`config.mk`:
```
export PLATFORM = sky130hd
export DESIGN_NAME = spi_reg_top
export DESIGN_NICKNAME = d
export VERILOG_FILES = /design/src/spi_regs_pkg.sv /design/src/spi_reg_top.sv /design/src/reg_bank.sv /design/src/cmd_credit_fifo.sv /design/src/spi_frame_rx.sv
export SDC_FILE = /design/constraint.sdc
export NUM_CORES = 1
export LEC_CHECK = 0
export ABC_AREA = 1
export CELL_PAD_IN_SITES_DETAIL_PLACEMENT = 1
export CELL_PAD_IN_SITES_GLOBAL_PLACEMENT = 1
export CORE_ASPECT_RATIO = 0.9
export CORE_UTILIZATION = 40
export CTS_BUF_LIST = sky130_fd_sc_hd__clkbuf_16
export DETAILED_ROUTE_END_ITERATION = 10
export DONT_BUFFER_PORTS = 1
export GPL_ROUTABILITY_DRIVEN = 0
export MAX_ROUTING_LAYER = met4
export PLACE_DENSITY = 0.62
export SYNTH_ARGS = -nofsm -noshare
export SYNTH_HDL_FRONTEND = slang
export SYNTH_HIERARCHICAL = 1
export SYNTH_SLANG_ARGS = --single-unit
```
`constraint.sdc`:
```
create_clock -name clk -period 8.39 [get_ports clk]
set_input_delay 1.2585 -clock clk [delete_from_list [all_inputs] [get_ports clk]]
set_output_delay 1.2585 -clock clk [all_outputs]
set_load 0.05 [all_outputs]
```
`src/spi_regs_pkg.sv`:
```
package spi_regs_pkg;

  // ------------------------------------------------------------
  // widths
  // register and spi data word
  localparam int data_w = 16;
  // register address, low seven bits of the header byte
  localparam int addr_w = 7;
  // one queued write, address above data
  localparam int cmd_w = addr_w + data_w;

  // ------------------------------------------------------------
  // command buffer and credits
  localparam int fifo_depth = 4;
  localparam int ptr_w = $clog2(fifo_depth);
  localparam int credit_w = 3;
  // depth as a counter value, also the credit count out of reset
  localparam logic [credit_w-1:0] fifo_depth_c = credit_w'(fifo_depth);

  // spi pin synchroniser depth
  localparam int sync_stages = 2;

  // ------------------------------------------------------------
  // register contents
  localparam logic [data_w-1:0] version_word = 16'h0304;
  // ctrl bit that resets the interrupt latch, self clearing
  localparam int ctrl_rst_bit = 15;
  // irq bit that also carries the write overrun source
  localparam int irq_ovr_bit = 15;

  // register map
  typedef enum logic [addr_w-1:0] {
    REG_VERSION  = 7'd0,
    REG_STAT     = 7'd1,
    REG_IRQ      = 7'd2,
    REG_CTRL     = 7'd3,
    REG_CONF     = 7'd4,
    REG_IRQ_MASK = 7'd5,
    REG_IRQ_CLR  = 7'd6,
    REG_FILTER   = 7'd7
  } reg_addr_e;

  // frame decoder states
  typedef enum logic [1:0] {
    IDLE,
    ADDR,
    WDATA,
    RDATA
  } rx_state_e;

endpackage
```
`src/spi_reg_top.sv`:
```
`timescale 1ns/100ps

module spi_reg_top (
  input  logic                            clk,
  input  logic                            FPGA_RST,
  input  logic                            spi_ssn_i,
  input  logic                            spi_sclk_i,
  input  logic                            spi_mosi_i,
  input  logic                            stall_i,
  input  logic [spi_regs_pkg::data_w-1:0] irq_src_i,
  output logic                            spi_miso_o,
  output logic                            irq_o
);

  // ------------------------------------------------------------
  // decoder to buffer
  logic                            cmd_push;
  logic [spi_regs_pkg::cmd_w-1:0]  cmd_data;
  logic                            credit_ret;
  logic                            ovr_pulse;

  // buffer to register bank
  logic                            cmd_valid;
  logic [spi_regs_pkg::cmd_w-1:0]  cmd_head;
  logic                            cmd_pop;

  // read path back to the decoder
  logic [spi_regs_pkg::addr_w-1:0] rd_addr;
  logic [spi_regs_pkg::data_w-1:0] rd_data;

  spi_frame_rx u_rx (
    .clk          (clk),
    .FPGA_RST     (FPGA_RST),
    .spi_ssn_i    (spi_ssn_i),
    .spi_sclk_i   (spi_sclk_i),
    .spi_mosi_i   (spi_mosi_i),
    .spi_miso_o   (spi_miso_o),
    .cmd_push_o   (cmd_push),
    .cmd_data_o   (cmd_data),
    .ovr_pulse_o  (ovr_pulse),
    .rd_addr_o    (rd_addr),
    .credit_ret_i (credit_ret),
    .rd_data_i    (rd_data)
  );

  cmd_credit_fifo u_fifo (
    .clk          (clk),
    .FPGA_RST     (FPGA_RST),
    .push_i       (cmd_push),
    .push_data_i  (cmd_data),
    .pop_i        (cmd_pop),
    .valid_o      (cmd_valid),
    .head_o       (cmd_head),
    .credit_ret_o (credit_ret)
  );

  reg_bank u_regs (
    .clk         (clk),
    .FPGA_RST    (FPGA_RST),
    .cmd_valid_i (cmd_valid),
    .cmd_head_i  (cmd_head),
    .stall_i     (stall_i),
    .irq_src_i   (irq_src_i),
    .ovr_i       (ovr_pulse),
    .rd_addr_i   (rd_addr),
    .cmd_pop_o   (cmd_pop),
    .rd_data_o   (rd_data),
    .irq_o       (irq_o)
  );

endmodule

```
`src/reg_bank.sv`:
```
`timescale 1ns/100ps

module reg_bank (
  input  logic                            clk,
  input  logic                            FPGA_RST,
  input  logic                            cmd_valid_i,
  input  logic [spi_regs_pkg::cmd_w-1:0]  cmd_head_i,
  input  logic                            stall_i,
  input  logic [spi_regs_pkg::data_w-1:0] irq_src_i,
  input  logic                            ovr_i,
  input  logic [spi_regs_pkg::addr_w-1:0] rd_addr_i,
  output logic                            cmd_pop_o,
  output logic [spi_regs_pkg::data_w-1:0] rd_data_o,
  output logic                            irq_o
);

  // ------------------------------------------------------------
  // command decode
  logic [spi_regs_pkg::addr_w-1:0] wr_addr;
  logic [spi_regs_pkg::data_w-1:0] wr_data;

  // drain whenever something is queued and not held off
  assign cmd_pop_o = cmd_valid_i & ~stall_i;
  assign wr_addr   = cmd_head_i[spi_regs_pkg::cmd_w-1 -: spi_regs_pkg::addr_w];
  assign wr_data   = cmd_head_i[spi_regs_pkg::data_w-1:0];

  // writable registers
  logic [spi_regs_pkg::data_w-1:0] ctrl_q;
  logic [spi_regs_pkg::data_w-1:0] conf_q;
  logic [spi_regs_pkg::data_w-1:0] irq_mask_q;
  logic [spi_regs_pkg::data_w-1:0] filter_q;
  // clear strobe, lives one cycle
  logic [spi_regs_pkg::data_w-1:0] irq_clr_q;
  // live status, sampled each cycle
  logic [spi_regs_pkg::data_w-1:0] stat_q;
  logic [spi_regs_pkg::data_w-1:0] irq_q;
  logic                            ctrl_rst;

  assign ctrl_rst = ctrl_q[spi_regs_pkg::ctrl_rst_bit];

  always_ff @(posedge clk or posedge FPGA_RST) begin
    if (FPGA_RST) begin
      ctrl_q     <= '0;
      conf_q     <= '0;
      irq_mask_q <= '0;
      filter_q   <= '0;
      irq_clr_q  <= '0;
      stat_q     <= '0;
    end else begin
      stat_q    <= irq_src_i;
      irq_clr_q <= '0;
      // reset bit drops the cycle after it was set
      if (ctrl_rst) begin
        ctrl_q[spi_regs_pkg::ctrl_rst_bit] <= 1'b0;
      end
      if (cmd_pop_o) begin
        case (wr_addr)
          spi_regs_pkg::REG_CTRL:     ctrl_q     <= wr_data;
          spi_regs_pkg::REG_CONF:     conf_q     <= wr_data;
          spi_regs_pkg::REG_IRQ_MASK: irq_mask_q <= wr_data;
          spi_regs_pkg::REG_IRQ_CLR:  irq_clr_q  <= wr_data;
          spi_regs_pkg::REG_FILTER:   filter_q   <= wr_data;
          // version, stat, irq and unmapped are read only
          default: ;
        endcase
      end
    end
  end

  // ------------------------------------------------------------
  // interrupt latch
  logic [spi_regs_pkg::data_w-1:0] irq_in;
  logic [spi_regs_pkg::data_w-1:0] irq_kill;

  always_comb begin
    irq_in = irq_src_i;
    // write overrun joins the top source bit
    irq_in[spi_regs_pkg::irq_ovr_bit] = irq_src_i[spi_regs_pkg::irq_ovr_bit] | ovr_i;
  end

  assign irq_kill = irq_clr_q | {spi_regs_pkg::data_w{ctrl_rst}};

  // per bit rs latch, clear wins over set
  always_ff @(posedge clk or posedge FPGA_RST) begin
    if (FPGA_RST) begin
      irq_q <= '0;
    end else begin
      irq_q <= (irq_q | (irq_mask_q & irq_in)) & ~irq_kill;
    end
  end

  assign irq_o = |irq_q;

  // ------------------------------------------------------------
  // read mux
  always_comb begin
    case (spi_regs_pkg::reg_addr_e'(rd_addr_i))
      spi_regs_pkg::REG_VERSION:  rd_data_o = spi_regs_pkg::version_word;
      spi_regs_pkg::REG_STAT:     rd_data_o = stat_q;
      spi_regs_pkg::REG_IRQ:      rd_data_o = irq_q;
      spi_regs_pkg::REG_CTRL:     rd_data_o = ctrl_q;
      spi_regs_pkg::REG_CONF:     rd_data_o = conf_q;
      spi_regs_pkg::REG_IRQ_MASK: rd_data_o = irq_mask_q;
      spi_regs_pkg::REG_FILTER:   rd_data_o = filter_q;
      // irq_clr reads back zero, as does any hole
      default:                    rd_data_o = '0;
    endcase
  end

endmodule

```
`src/cmd_credit_fifo.sv`:
```
`timescale 1ns/100ps

module cmd_credit_fifo (
  input  logic                           clk,
  input  logic                           FPGA_RST,
  input  logic                           push_i,
  input  logic [spi_regs_pkg::cmd_w-1:0] push_data_i,
  input  logic                           pop_i,
  output logic                           valid_o,
  output logic [spi_regs_pkg::cmd_w-1:0] head_o,
  output logic                           credit_ret_o
);

  // ------------------------------------------------------------
  // storage
  logic [spi_regs_pkg::cmd_w-1:0]    mem [spi_regs_pkg::fifo_depth];
  logic [spi_regs_pkg::ptr_w-1:0]    wr_ptr;
  logic [spi_regs_pkg::ptr_w-1:0]    rd_ptr;
  // entries held, 0..fifo_depth
  logic [spi_regs_pkg::credit_w-1:0] count;
  logic                              full;
  logic                              do_push;
  logic                              do_pop;

  assign full    = (count == spi_regs_pkg::fifo_depth_c);
  assign valid_o = (count != '0);
  assign do_push = push_i & ~full;
  assign do_pop  = pop_i & valid_o;

  // head read straight from the array
  assign head_o = mem[rd_ptr];

  always_ff @(posedge clk) begin
    if (do_push) begin
      mem[wr_ptr] <= push_data_i;
    end
  end

  // ------------------------------------------------------------
  // pointers wrap on their own, depth is a power of two
  always_ff @(posedge clk or posedge FPGA_RST) begin
    if (FPGA_RST) begin
      wr_ptr <= '0;
      rd_ptr <= '0;
      count  <= '0;
    end else begin
      if (do_push) begin
        wr_ptr <= wr_ptr + 1'b1;
      end
      if (do_pop) begin
        rd_ptr <= rd_ptr + 1'b1;
      end
      case ({do_push, do_pop})
        2'b10:   count <= count + 1'b1;
        2'b01:   count <= count - 1'b1;
        default: count <= count;
      endcase
    end
  end

  // one credit back per entry drained, a cycle late
  always_ff @(posedge clk or posedge FPGA_RST) begin
    if (FPGA_RST) begin
      credit_ret_o <= 1'b0;
    end else begin
      credit_ret_o <= do_pop;
    end
  end

  // producer credits must keep this from ever happening
  a_no_push_full: assert property (@(posedge clk) disable iff (FPGA_RST)
    push_i |-> !full)
    else $error("push into full command buffer");

endmodule

```
`src/spi_frame_rx.sv`:
```
`timescale 1ns/100ps

module spi_frame_rx (
  input  logic                            clk,
  input  logic                            FPGA_RST,
  input  logic                            spi_ssn_i,
  input  logic                            spi_sclk_i,
  input  logic                            spi_mosi_i,
  output logic                            spi_miso_o,
  output logic                            cmd_push_o,
  output logic [spi_regs_pkg::cmd_w-1:0]  cmd_data_o,
  output logic                            ovr_pulse_o,
  output logic [spi_regs_pkg::addr_w-1:0] rd_addr_o,
  input  logic                            credit_ret_i,
  input  logic [spi_regs_pkg::data_w-1:0] rd_data_i
);

  // ------------------------------------------------------------
  // pin synchronisers with the oldest stage on the left
  logic [spi_regs_pkg::sync_stages-1:0] ssn_sync;
  logic [spi_regs_pkg::sync_stages-1:0] sclk_sync;
  logic [spi_regs_pkg::sync_stages-1:0] mosi_sync;
  logic                                 sclk_prev;
  logic                                 ssn_s;
  logic                                 sclk_s;
  logic                                 mosi_s;
  logic                                 sclk_rise;
  logic                                 sclk_fall;

  always_ff @(posedge clk or posedge FPGA_RST) begin
    if (FPGA_RST) begin
      // deselected until the host says otherwise
      ssn_sync  <= '1;
      sclk_sync <= '0;
      mosi_sync <= '0;
      sclk_prev <= 1'b0;
    end else begin
      ssn_sync  <= {ssn_sync[spi_regs_pkg::sync_stages-2:0], spi_ssn_i};
      sclk_sync <= {sclk_sync[spi_regs_pkg::sync_stages-2:0], spi_sclk_i};
      mosi_sync <= {mosi_sync[spi_regs_pkg::sync_stages-2:0], spi_mosi_i};
      sclk_prev <= sclk_s;
    end
  end

  assign ssn_s  = ssn_sync[spi_regs_pkg::sync_stages-1];
  assign sclk_s = sclk_sync[spi_regs_pkg::sync_stages-1];
  assign mosi_s = mosi_sync[spi_regs_pkg::sync_stages-1];
  // mode 0 samples on rise and shifts miso on fall
  assign sclk_rise = sclk_s & ~sclk_prev;
  assign sclk_fall = ~sclk_s & sclk_prev;

  // ------------------------------------------------------------
  // frame decoder
  spi_regs_pkg::rx_state_e              state;
  // counts header bits 0..7 and then data bits 0..15
  logic [3:0]                           bit_cnt;
  // header byte with the read flag landing in the top bit
  logic [spi_regs_pkg::addr_w:0]        hdr_sr;
  logic [spi_regs_pkg::data_w-1:0]      data_sr;
  logic [spi_regs_pkg::data_w-1:0]      word;
  logic [spi_regs_pkg::data_w-1:0]      miso_sr;
  logic                                 rd_started;
  logic                                 hdr_last;
  logic                                 word_done;
  logic [spi_regs_pkg::credit_w-1:0]    credit;

  assign hdr_last  = (state == spi_regs_pkg::ADDR) & sclk_rise &
                     (bit_cnt == 4'(spi_regs_pkg::addr_w));
  assign word_done = (state == spi_regs_pkg::WDATA) & sclk_rise &
                     (bit_cnt == 4'(spi_regs_pkg::data_w - 1));
  // word including the bit arriving now
  assign word = {data_sr[spi_regs_pkg::data_w-2:0], mosi_s};

  // header and data shift registers
  always_ff @(posedge clk) begin
    if (sclk_rise && state == spi_regs_pkg::ADDR) begin
      hdr_sr <= {hdr_sr[spi_regs_pkg::addr_w-1:0], mosi_s};
    end
    if (sclk_rise && state == spi_regs_pkg::WDATA) begin
      data_sr <= word;
    end
  end

  always_ff @(posedge clk or posedge FPGA_RST) begin
    if (FPGA_RST) begin
      state      <= spi_regs_pkg::IDLE;
      bit_cnt    <= '0;
      rd_started <= 1'b0;
      miso_sr    <= '0;
    end else if (ssn_s) begin
      // deselect aborts any frame
      state      <= spi_regs_pkg::IDLE;
      bit_cnt    <= '0;
      rd_started <= 1'b0;
      miso_sr    <= '0;
    end else begin
      case (state)
        spi_regs_pkg::IDLE: begin
          state   <= spi_regs_pkg::ADDR;
          bit_cnt <= '0;
        end
        spi_regs_pkg::ADDR: begin
          if (hdr_last) begin
            bit_cnt <= '0;
            // first header bit set means read
            if (hdr_sr[spi_regs_pkg::addr_w-1]) begin
              state   <= spi_regs_pkg::RDATA;
              miso_sr <= rd_data_i;
            end else begin
              state <= spi_regs_pkg::WDATA;
            end
          end else if (sclk_rise) begin
            bit_cnt <= bit_cnt + 1'b1;
          end
        end
        spi_regs_pkg::WDATA: begin
          // wraps every 16 bits for back to back words
          if (sclk_rise) begin
            bit_cnt <= bit_cnt + 1'b1;
          end
        end
        default: begin
          // msb is already on the pin so the first shift waits for a rise
          if (sclk_rise) begin
            rd_started <= 1'b1;
          end else if (sclk_fall && rd_started) begin
            miso_sr <= {miso_sr[spi_regs_pkg::data_w-2:0], 1'b0};
          end
        end
      endcase
    end
  end

  assign spi_miso_o = miso_sr[spi_regs_pkg::data_w-1];

  // header address is still shifting in while in ADDR
  assign rd_addr_o = (state == spi_regs_pkg::ADDR) ?
                     {hdr_sr[spi_regs_pkg::addr_w-2:0], mosi_s} :
                     hdr_sr[spi_regs_pkg::addr_w-1:0];

  // ------------------------------------------------------------
  // write issue under credits
  assign cmd_push_o  = word_done & (credit != '0);
  assign ovr_pulse_o = word_done & (credit == '0);
  assign cmd_data_o  = {hdr_sr[spi_regs_pkg::addr_w-1:0], word};

  always_ff @(posedge clk or posedge FPGA_RST) begin
    if (FPGA_RST) begin
      credit <= spi_regs_pkg::fifo_depth_c;
    end else begin
      case ({credit_ret_i, cmd_push_o})
        2'b10:   credit <= credit + 1'b1;
        2'b01:   credit <= credit - 1'b1;
        default: credit <= credit;
      endcase
    end
  end

  // returns come only for entries this side pushed
  // a push without credit wraps the count above the depth
  a_credit_max: assert property (@(posedge clk) disable iff (FPGA_RST)
    credit <= spi_regs_pkg::fifo_depth_c)
    else $error("credit count above buffer depth");

endmodule

```
Yosys cells after proc, flatten, opt, wreduce, memory -nomap -nowiden
Memories as Yosys holds them, arrays and structs flattened.
Cells that the tools add are included.

cells by class
  add/sub/neg operators = 7
  equality and inequality tests = 25
  multiplexer cells = 27
  bitwise logic cells = 21
  reduce and logical (&&, ||, !) cells = 24

operators with widths
  operator               count
  $mux W16               9
  $pmux W16 S7           1
  $eq A7 B3 Y1 const B   7
  $and A16 B16 Y16       2
  $or A16 B16 Y16        2
  $pmux W16 S2           1
  $eq A7 B2 Y1 const B   3
  $not A16 Y16           1
  $reduce_or A16 Y1      1
  $mux W4                3
  $pmux W3 S2            2
  $pmux W4 S3            1
  $reduce_and A2 Y1      6
  $reduce_bool A3 Y1     4
  $and A1 B1 Y1          11
  $eq A7 B1 Y1 const B   1
  $logic_not A7 Y1       1
  $mux W7                1
  $add A3 B1 Y3 const B  2
  $eq A2 B1 Y1 const B   3
  $eq A2 B2 Y1 const B   3
  $mux W1                6
  $ne A3 B1 Y1 const B   2
  $reduce_bool A2 Y1     3
  other kinds (19)       28

word-level totals
  register bits after elaboration = 175
  RAM bits = 92
  bits of input ports = 22
  output and inout port bits = 2
  word-level logic and storage cells = 128
  memories kept = 1

memory list
  name        words  bits a word  rd ports  clocked after Yosys merged registers in  wr ports  line                   source
  u_fifo.mem  4      23           1         0                                        1         cmd_credit_fifo.sv:16  logic [spi_regs_pkg::cmd_w-1:0] mem [spi_regs_pkg::fifo_depth];

Depth between registers and ports, before layout
  depth after elaboration = 9
  mapped depth = 17
  gate-level depth less buffers = 16

By module
Netlist, hierarchy kept.

by module, submodules not included
  module           instances  cells an instance  area each (um^2)  seq. area each (um^2)
  reg_bank         1          660                5180.0            2802.7
  cmd_credit_fifo  1          330                4147.7            2962.8
  spi_frame_rx     1          269                2600.0            1490.2

Least setup slack after synthesis
Ideal clock, no wire load.

  path type = in2reg
  start = input stall_i
  end = register u_fifo/count[2] (netlist bit)
  arrival = 2815 ps
  required time = 8273 ps
  setup slack = 5458 ps
  cell stages on the path = 13
  cell sequence = inv_2 > nand2_1 > inv_2 > clkbuf_1 > nand2_1 > inv_1 > ha_1 > inv_1 > fa_1 > nand2_1 > nand3_1 > nand2_1 > nand2_1

between the ends
  cells in the longest elaborated chain, start to end = 5

RTL lines
  element                                            line                   source
  start: declaration                                 spi_reg_top.sv:9       input logic stall_i,
  $not A1 Y1 (*)                                     reg_bank.sv:23         assign cmd_pop_o = cmd_valid_i & ~stall_i;
  $and A1 B1 Y1 (*)                                  reg_bank.sv:23
  net cmd_pop                                        spi_reg_top.sv:25      logic cmd_pop;
  $and A1 B1 Y1 (*)                                  cmd_credit_fifo.sv:28  assign do_pop = pop_i & valid_o;
  net u_fifo.do_pop                                  cmd_credit_fifo.sv:23  logic do_pop;
  $eq A2 B1 Y1 or $eq A2 B2 Y1 (tied branches)       cmd_credit_fifo.sv:53  case ({do_push, do_pop})
  $pmux W3 S2 or $reduce_bool A2 Y1 (tied branches)  --
  end signal: assignment                             cmd_credit_fifo.sv:54  2'b10: count <= count + 1'b1;
  end signal: assignment                             cmd_credit_fifo.sv:55  2'b01: count <= count - 1'b1;
  end signal: assignment                             cmd_credit_fifo.sv:56  default: count <= count;
  end: declaration                                   cmd_credit_fifo.sv:20  logic [spi_regs_pkg::credit_w-1:0] count;

The timed path passes the listed nets; every way through them passes the cells marked *.
A chain may end at the register's enable or synchronous reset.

Final worst setup path
  start = register u_rx.state[1]
  end = register u_rx/miso_sr[5] (netlist bit)

between the ends
  cells in the longest elaborated chain, start to end = 8

RTL lines
  element                                     line                 source
  start: declaration                          spi_frame_rx.sv:54   spi_regs_pkg::rx_state_e state;
  start signal: assignment                    spi_frame_rx.sv:86   state <= spi_regs_pkg::IDLE;
  start signal: assignment                    spi_frame_rx.sv:92   state <= spi_regs_pkg::IDLE;
  start signal: assignment                    spi_frame_rx.sv:99   state <= spi_regs_pkg::ADDR;
  $eq A2 B1 Y1 (*)                            spi_frame_rx.sv:137  assign rd_addr_o = (state == spi_regs_pkg::ADDR) ?
  $mux W7 (*)                                 spi_frame_rx.sv:137
  net rd_addr, one bit                        spi_reg_top.sv:28    logic [spi_regs_pkg::addr_w-1:0] rd_addr;
  $eq A7 B3 Y1, or another cell as far along  reg_bank.sv:97       case (spi_regs_pkg::reg_addr_e'(rd_addr_i))
  $pmux W16 S7 (*)                            reg_bank.sv:97
  net rd_data, one bit                        spi_reg_top.sv:29    logic [spi_regs_pkg::data_w-1:0] rd_data;
  $mux W16 (*)                                spi_frame_rx.sv:106  if (hdr_sr[spi_regs_pkg::addr_w-1]) begin
  $mux W16 (*)                                spi_frame_rx.sv:103  if (hdr_last) begin
  $pmux W16 S2 (*)                            spi_frame_rx.sv:97   case (state)
  $mux W16 (*)                                spi_frame_rx.sv:90   end else if (ssn_s) begin
  end signal: assignment                      spi_frame_rx.sv:108  miso_sr <= rd_data_i;
  end signal: assignment                      spi_frame_rx.sv:127  miso_sr <= {miso_sr[spi_regs_pkg::data_w-2:0], 1'b0};
  end: declaration                            spi_frame_rx.sv:61   logic [spi_regs_pkg::data_w-1:0] miso_sr;

The timed path passes the listed nets; every way through them passes the cells marked *. The select of a mux whose other input is x is not followed.

==> qor.csv <==
stage,metric,value,unit
outcome,outcome,finished clean,
logic_synthesis,async_flop_share,0.573,
finish,fill_cells,3386,
worst_setup_path,crit_type,flip-flop to flip-flop,
grt,overflow,0,
floorplanning,chipHeight,166,µm
grt,antenna_found_initial,0,
timing,fin_crit_sh,0.457,
logic_synthesis,yosysSeqAreaShare,0.608,
worst_setup_path,r2r_cells,14,
finish,areaGrowthSynthToFinish,9.61,%
worst_setup_path,worst_ep_required_time,8.88,ns
logic_synthesis,yosysMostFrequentCell,nand2_1,
place,port_buffers,0,
timing,fin_ws,4.55,ns
min_path,hold_class,flip-flop to flip-flop,
timing,fin_tns_setup,0,ns
cts,clkTransAtPathRegs,0.06,ns
worst_setup_path,cp-start-kind,flip-flop,
drt,first_iter_violations,564,
power_and_ir_drop,p_total,3.87,mW
floorplanning,core_region_area,29100,µm²
place,post-place-ws,4.54,ns
finish,insertedDiodeCount,0,
power_and_ir_drop,ir_drop,0.161,mV
cts,post_cts_buffers,0,
worst_setup_path,startpoint,u_rx/state[1],
cts,cts-root-buf,clkbuf_16,
logic_synthesis,syn_nets,1294,
worst_setup_path,end_kind,flip-flop,
worst_setup_path,critPathArrivalTime,4.32,ns
power_and_ir_drop,power_density,296,nW/µm²
drt,drtPass1Iterations,4,
floorplanning,rows,59,
finish,final_util,0.449,
finish,regArea,7260,µm²
logic_synthesis,yosysUniqueCellTypes,42,
timing,tightestPinTransition,1.33,ns
cts,cts_max_level,1,
cts,cts_num_sinks,267,
cts,numCtsBuffers,29,
timing,fin_crit,3.84,ns
logic_synthesis,synth_common_cells,"nand2_1, dfrtp_1, inv_1",
finish,finalNonFillerCells,1672,
cts,postCtsHoldBufs,0,
timing,setup_viol,0,
floorplanning,pin_count,24,
timing,rsz0062_at_grt,no,
logic_synthesis,ys_ff_latch,267,
worst_setup_path,crit_fanout,14,
cts,worstSkewPairLatency,0.55,ns
logic_synthesis,ys_warn_count,6,
floorplanning,initial_core_util,0.410,
logic_synthesis,yosysTopAreaCell,dfrtp_1,
logic_synthesis,synth_area_leaders,"dfrtp_1, edfxtp_1, nand2_1",
timing,hold_viol_final,0,
floorplanning,die_w,184,µm
timing,slew_viol_final,0,
cts,clockBufferDepth,3,
cts,cts-resized-gates,0,
drt,viasPerCell,4.99,
min_path,whs_path_depth,0,
timing,fmax,0.261,GHz
drt,final_antenna_net_count,0,
power_and_ir_drop,p_leak,6.23,nW
place,dp.final_hpwl,20600,µm
logic_synthesis,syn_area,11900,µm²
drt,drt_wl_total,31300,µm
drt,vias,8345,
drt,drc_errors,0,
finish,multiInputGateArea,3730,µm²
place,dp.cells,1619,
grt,grt_pass1_vias,8762,
timing,slew_headroom,0.113,
logic_synthesis,synth_top_area_frac,0.315,
logic_synthesis,synth_top_flop_cell,dfrtp_1,
logic_synthesis,avgSynthCellArea,9.47,µm²
logic_synthesis,netlist_instances,1259,
job,drv_cap,0,
grt,grt_max_degree,94,
timing,skew,0.0121,ns
min_path,hold_start,u_rx/sclk_sync[0],
finish,drive_gt1_frac,0.0784,
finish,finish.net_count,1289,
grt,gr-usage-all-layers,0.219,
drt,avgRoutedWirePerCell,18.7,µm
cts,cts_tree,done,
floorplanning,die_area,30500,µm²
grt,grt_pass1_wl,49900,µm
logic_synthesis,synth-edff-count,114,
worst_setup_path,worstReg2RegStart,u_rx/state[1],
==> power by group <==
part           internal [mW]  switching, mW
registers               1.54          0.144
clock network          0.653          0.510
logic                  0.266          0.760
total                   2.46           1.41
==> final timing paths <==
path,to,slack (ns)
worst max-delay path,u_rx/miso_sr[5],4.55
worst min-delay path,u_rx/sclk_sync[1],0.35
worst max register to register,u_rx/miso_sr[5],4.55
worst min register to register,u_rx/sclk_sync[1],0.35
max in group asynchronous,u_regs/irq_q[8],6.41
min in group asynchronous,u_rx/mosi_sync[0],0.46
==> layout make-up <==
type,count,share of cell area
clock buffers,29,0.0555
clock inverters,24,0.0101
inverters,165,0.0483
multi-input cells,777,0.285
flip-flops and latches,267,0.555
well taps,396,0.0379
repair buffers,14,0.00804
==> per-stage QoR <==
step           hold slack (ns)  cell area [µm²]
2_1_floorplan            0.331            11900
3_3_place_gp             0.339            12200
3_5_place_dp             0.341            12200
4_1_cts                  0.355            13100
5_1_grt                  0.362            13100
6_report                 0.352            13100
==> layout by cell type (no fill, tap or decap), types with 3 or more instances in the layout <==
master,n
nand2_2,10
ha_1,11
clkinv_1,7
nand3_1,129
dfstp_2,3
a21oi_1,20
inv_2,13
clkinv_2,6
nor2_2,7
buf_4,14
nor2_1,84
inv_1,157
nor4_1,3
or3_1,15
o211ai_1,46
o21ai_0,11
nor3_1,20
dfrtp_1,150
clkbuf_16,29
edfxtp_1,114
o21ai_1,17
nand2_1,380
==> registers in the layout (all words and copies together) (netlist names), 3 cells and up <==
| register | flops |
|---|---|
| u_regs/irq_clr_q | 16 |
| u_fifo/mem | 92 |
| u_regs/irq_q | 16 |
| u_rx/miso_sr | 16 |
| u_rx/bit_cnt | 4 |
| u_regs/filter_q | 16 |
| u_regs/conf_q | 16 |
| u_rx/credit | 3 |
| u_rx/data_sr | 15 |
| u_regs/stat_q | 16 |
| u_regs/ctrl_q | 16 |
| u_regs/irq_mask_q | 16 |
| u_rx/hdr_sr | 7 |
| u_fifo/count | 3 |
==> worst max-delay path, cell delays in order (launching register included) <==
cell and delay [ns]:
dfrtp_1 0.41, inv_1 0.10, ha_1 0.53, inv_2 0.17
o21ai_0 0.43, nand2_1 0.16, nor2_1 1.03, nand2_1 0.25
nor2_1 0.21, nor2_1 0.07, nand2_1 0.10, nand2_1 0.07
nand2_1 0.06, nand3_1 0.08, nand2_1 0.08
==> routing by layer <==
metal / wire length [µm] / global-route usage / vias up
li1: - / - / 4046
met1: 15300 / 0.303 / 4121
met2: 14400 / 0.345 / 135
met3: 1100 / 0.0281 / 43
met4: 584 / 0.0475 / 0
met5: 0 / - / -
==> cell families after synthesis <==
kind of cell / count (synthesis) / synth area share
buffers and inverters: 215 / 0.0809
AOI/OAI and AO/OA: 98 / 0.0516
and+or+nand+nor: 663 / 0.242
xor gates and xnor gates: 3 / 0.00220
DFF: 267 / 0.608
adders and majority gates: 13 / 0.0149
No activity file was read; power rests on OpenSTA's default activity.
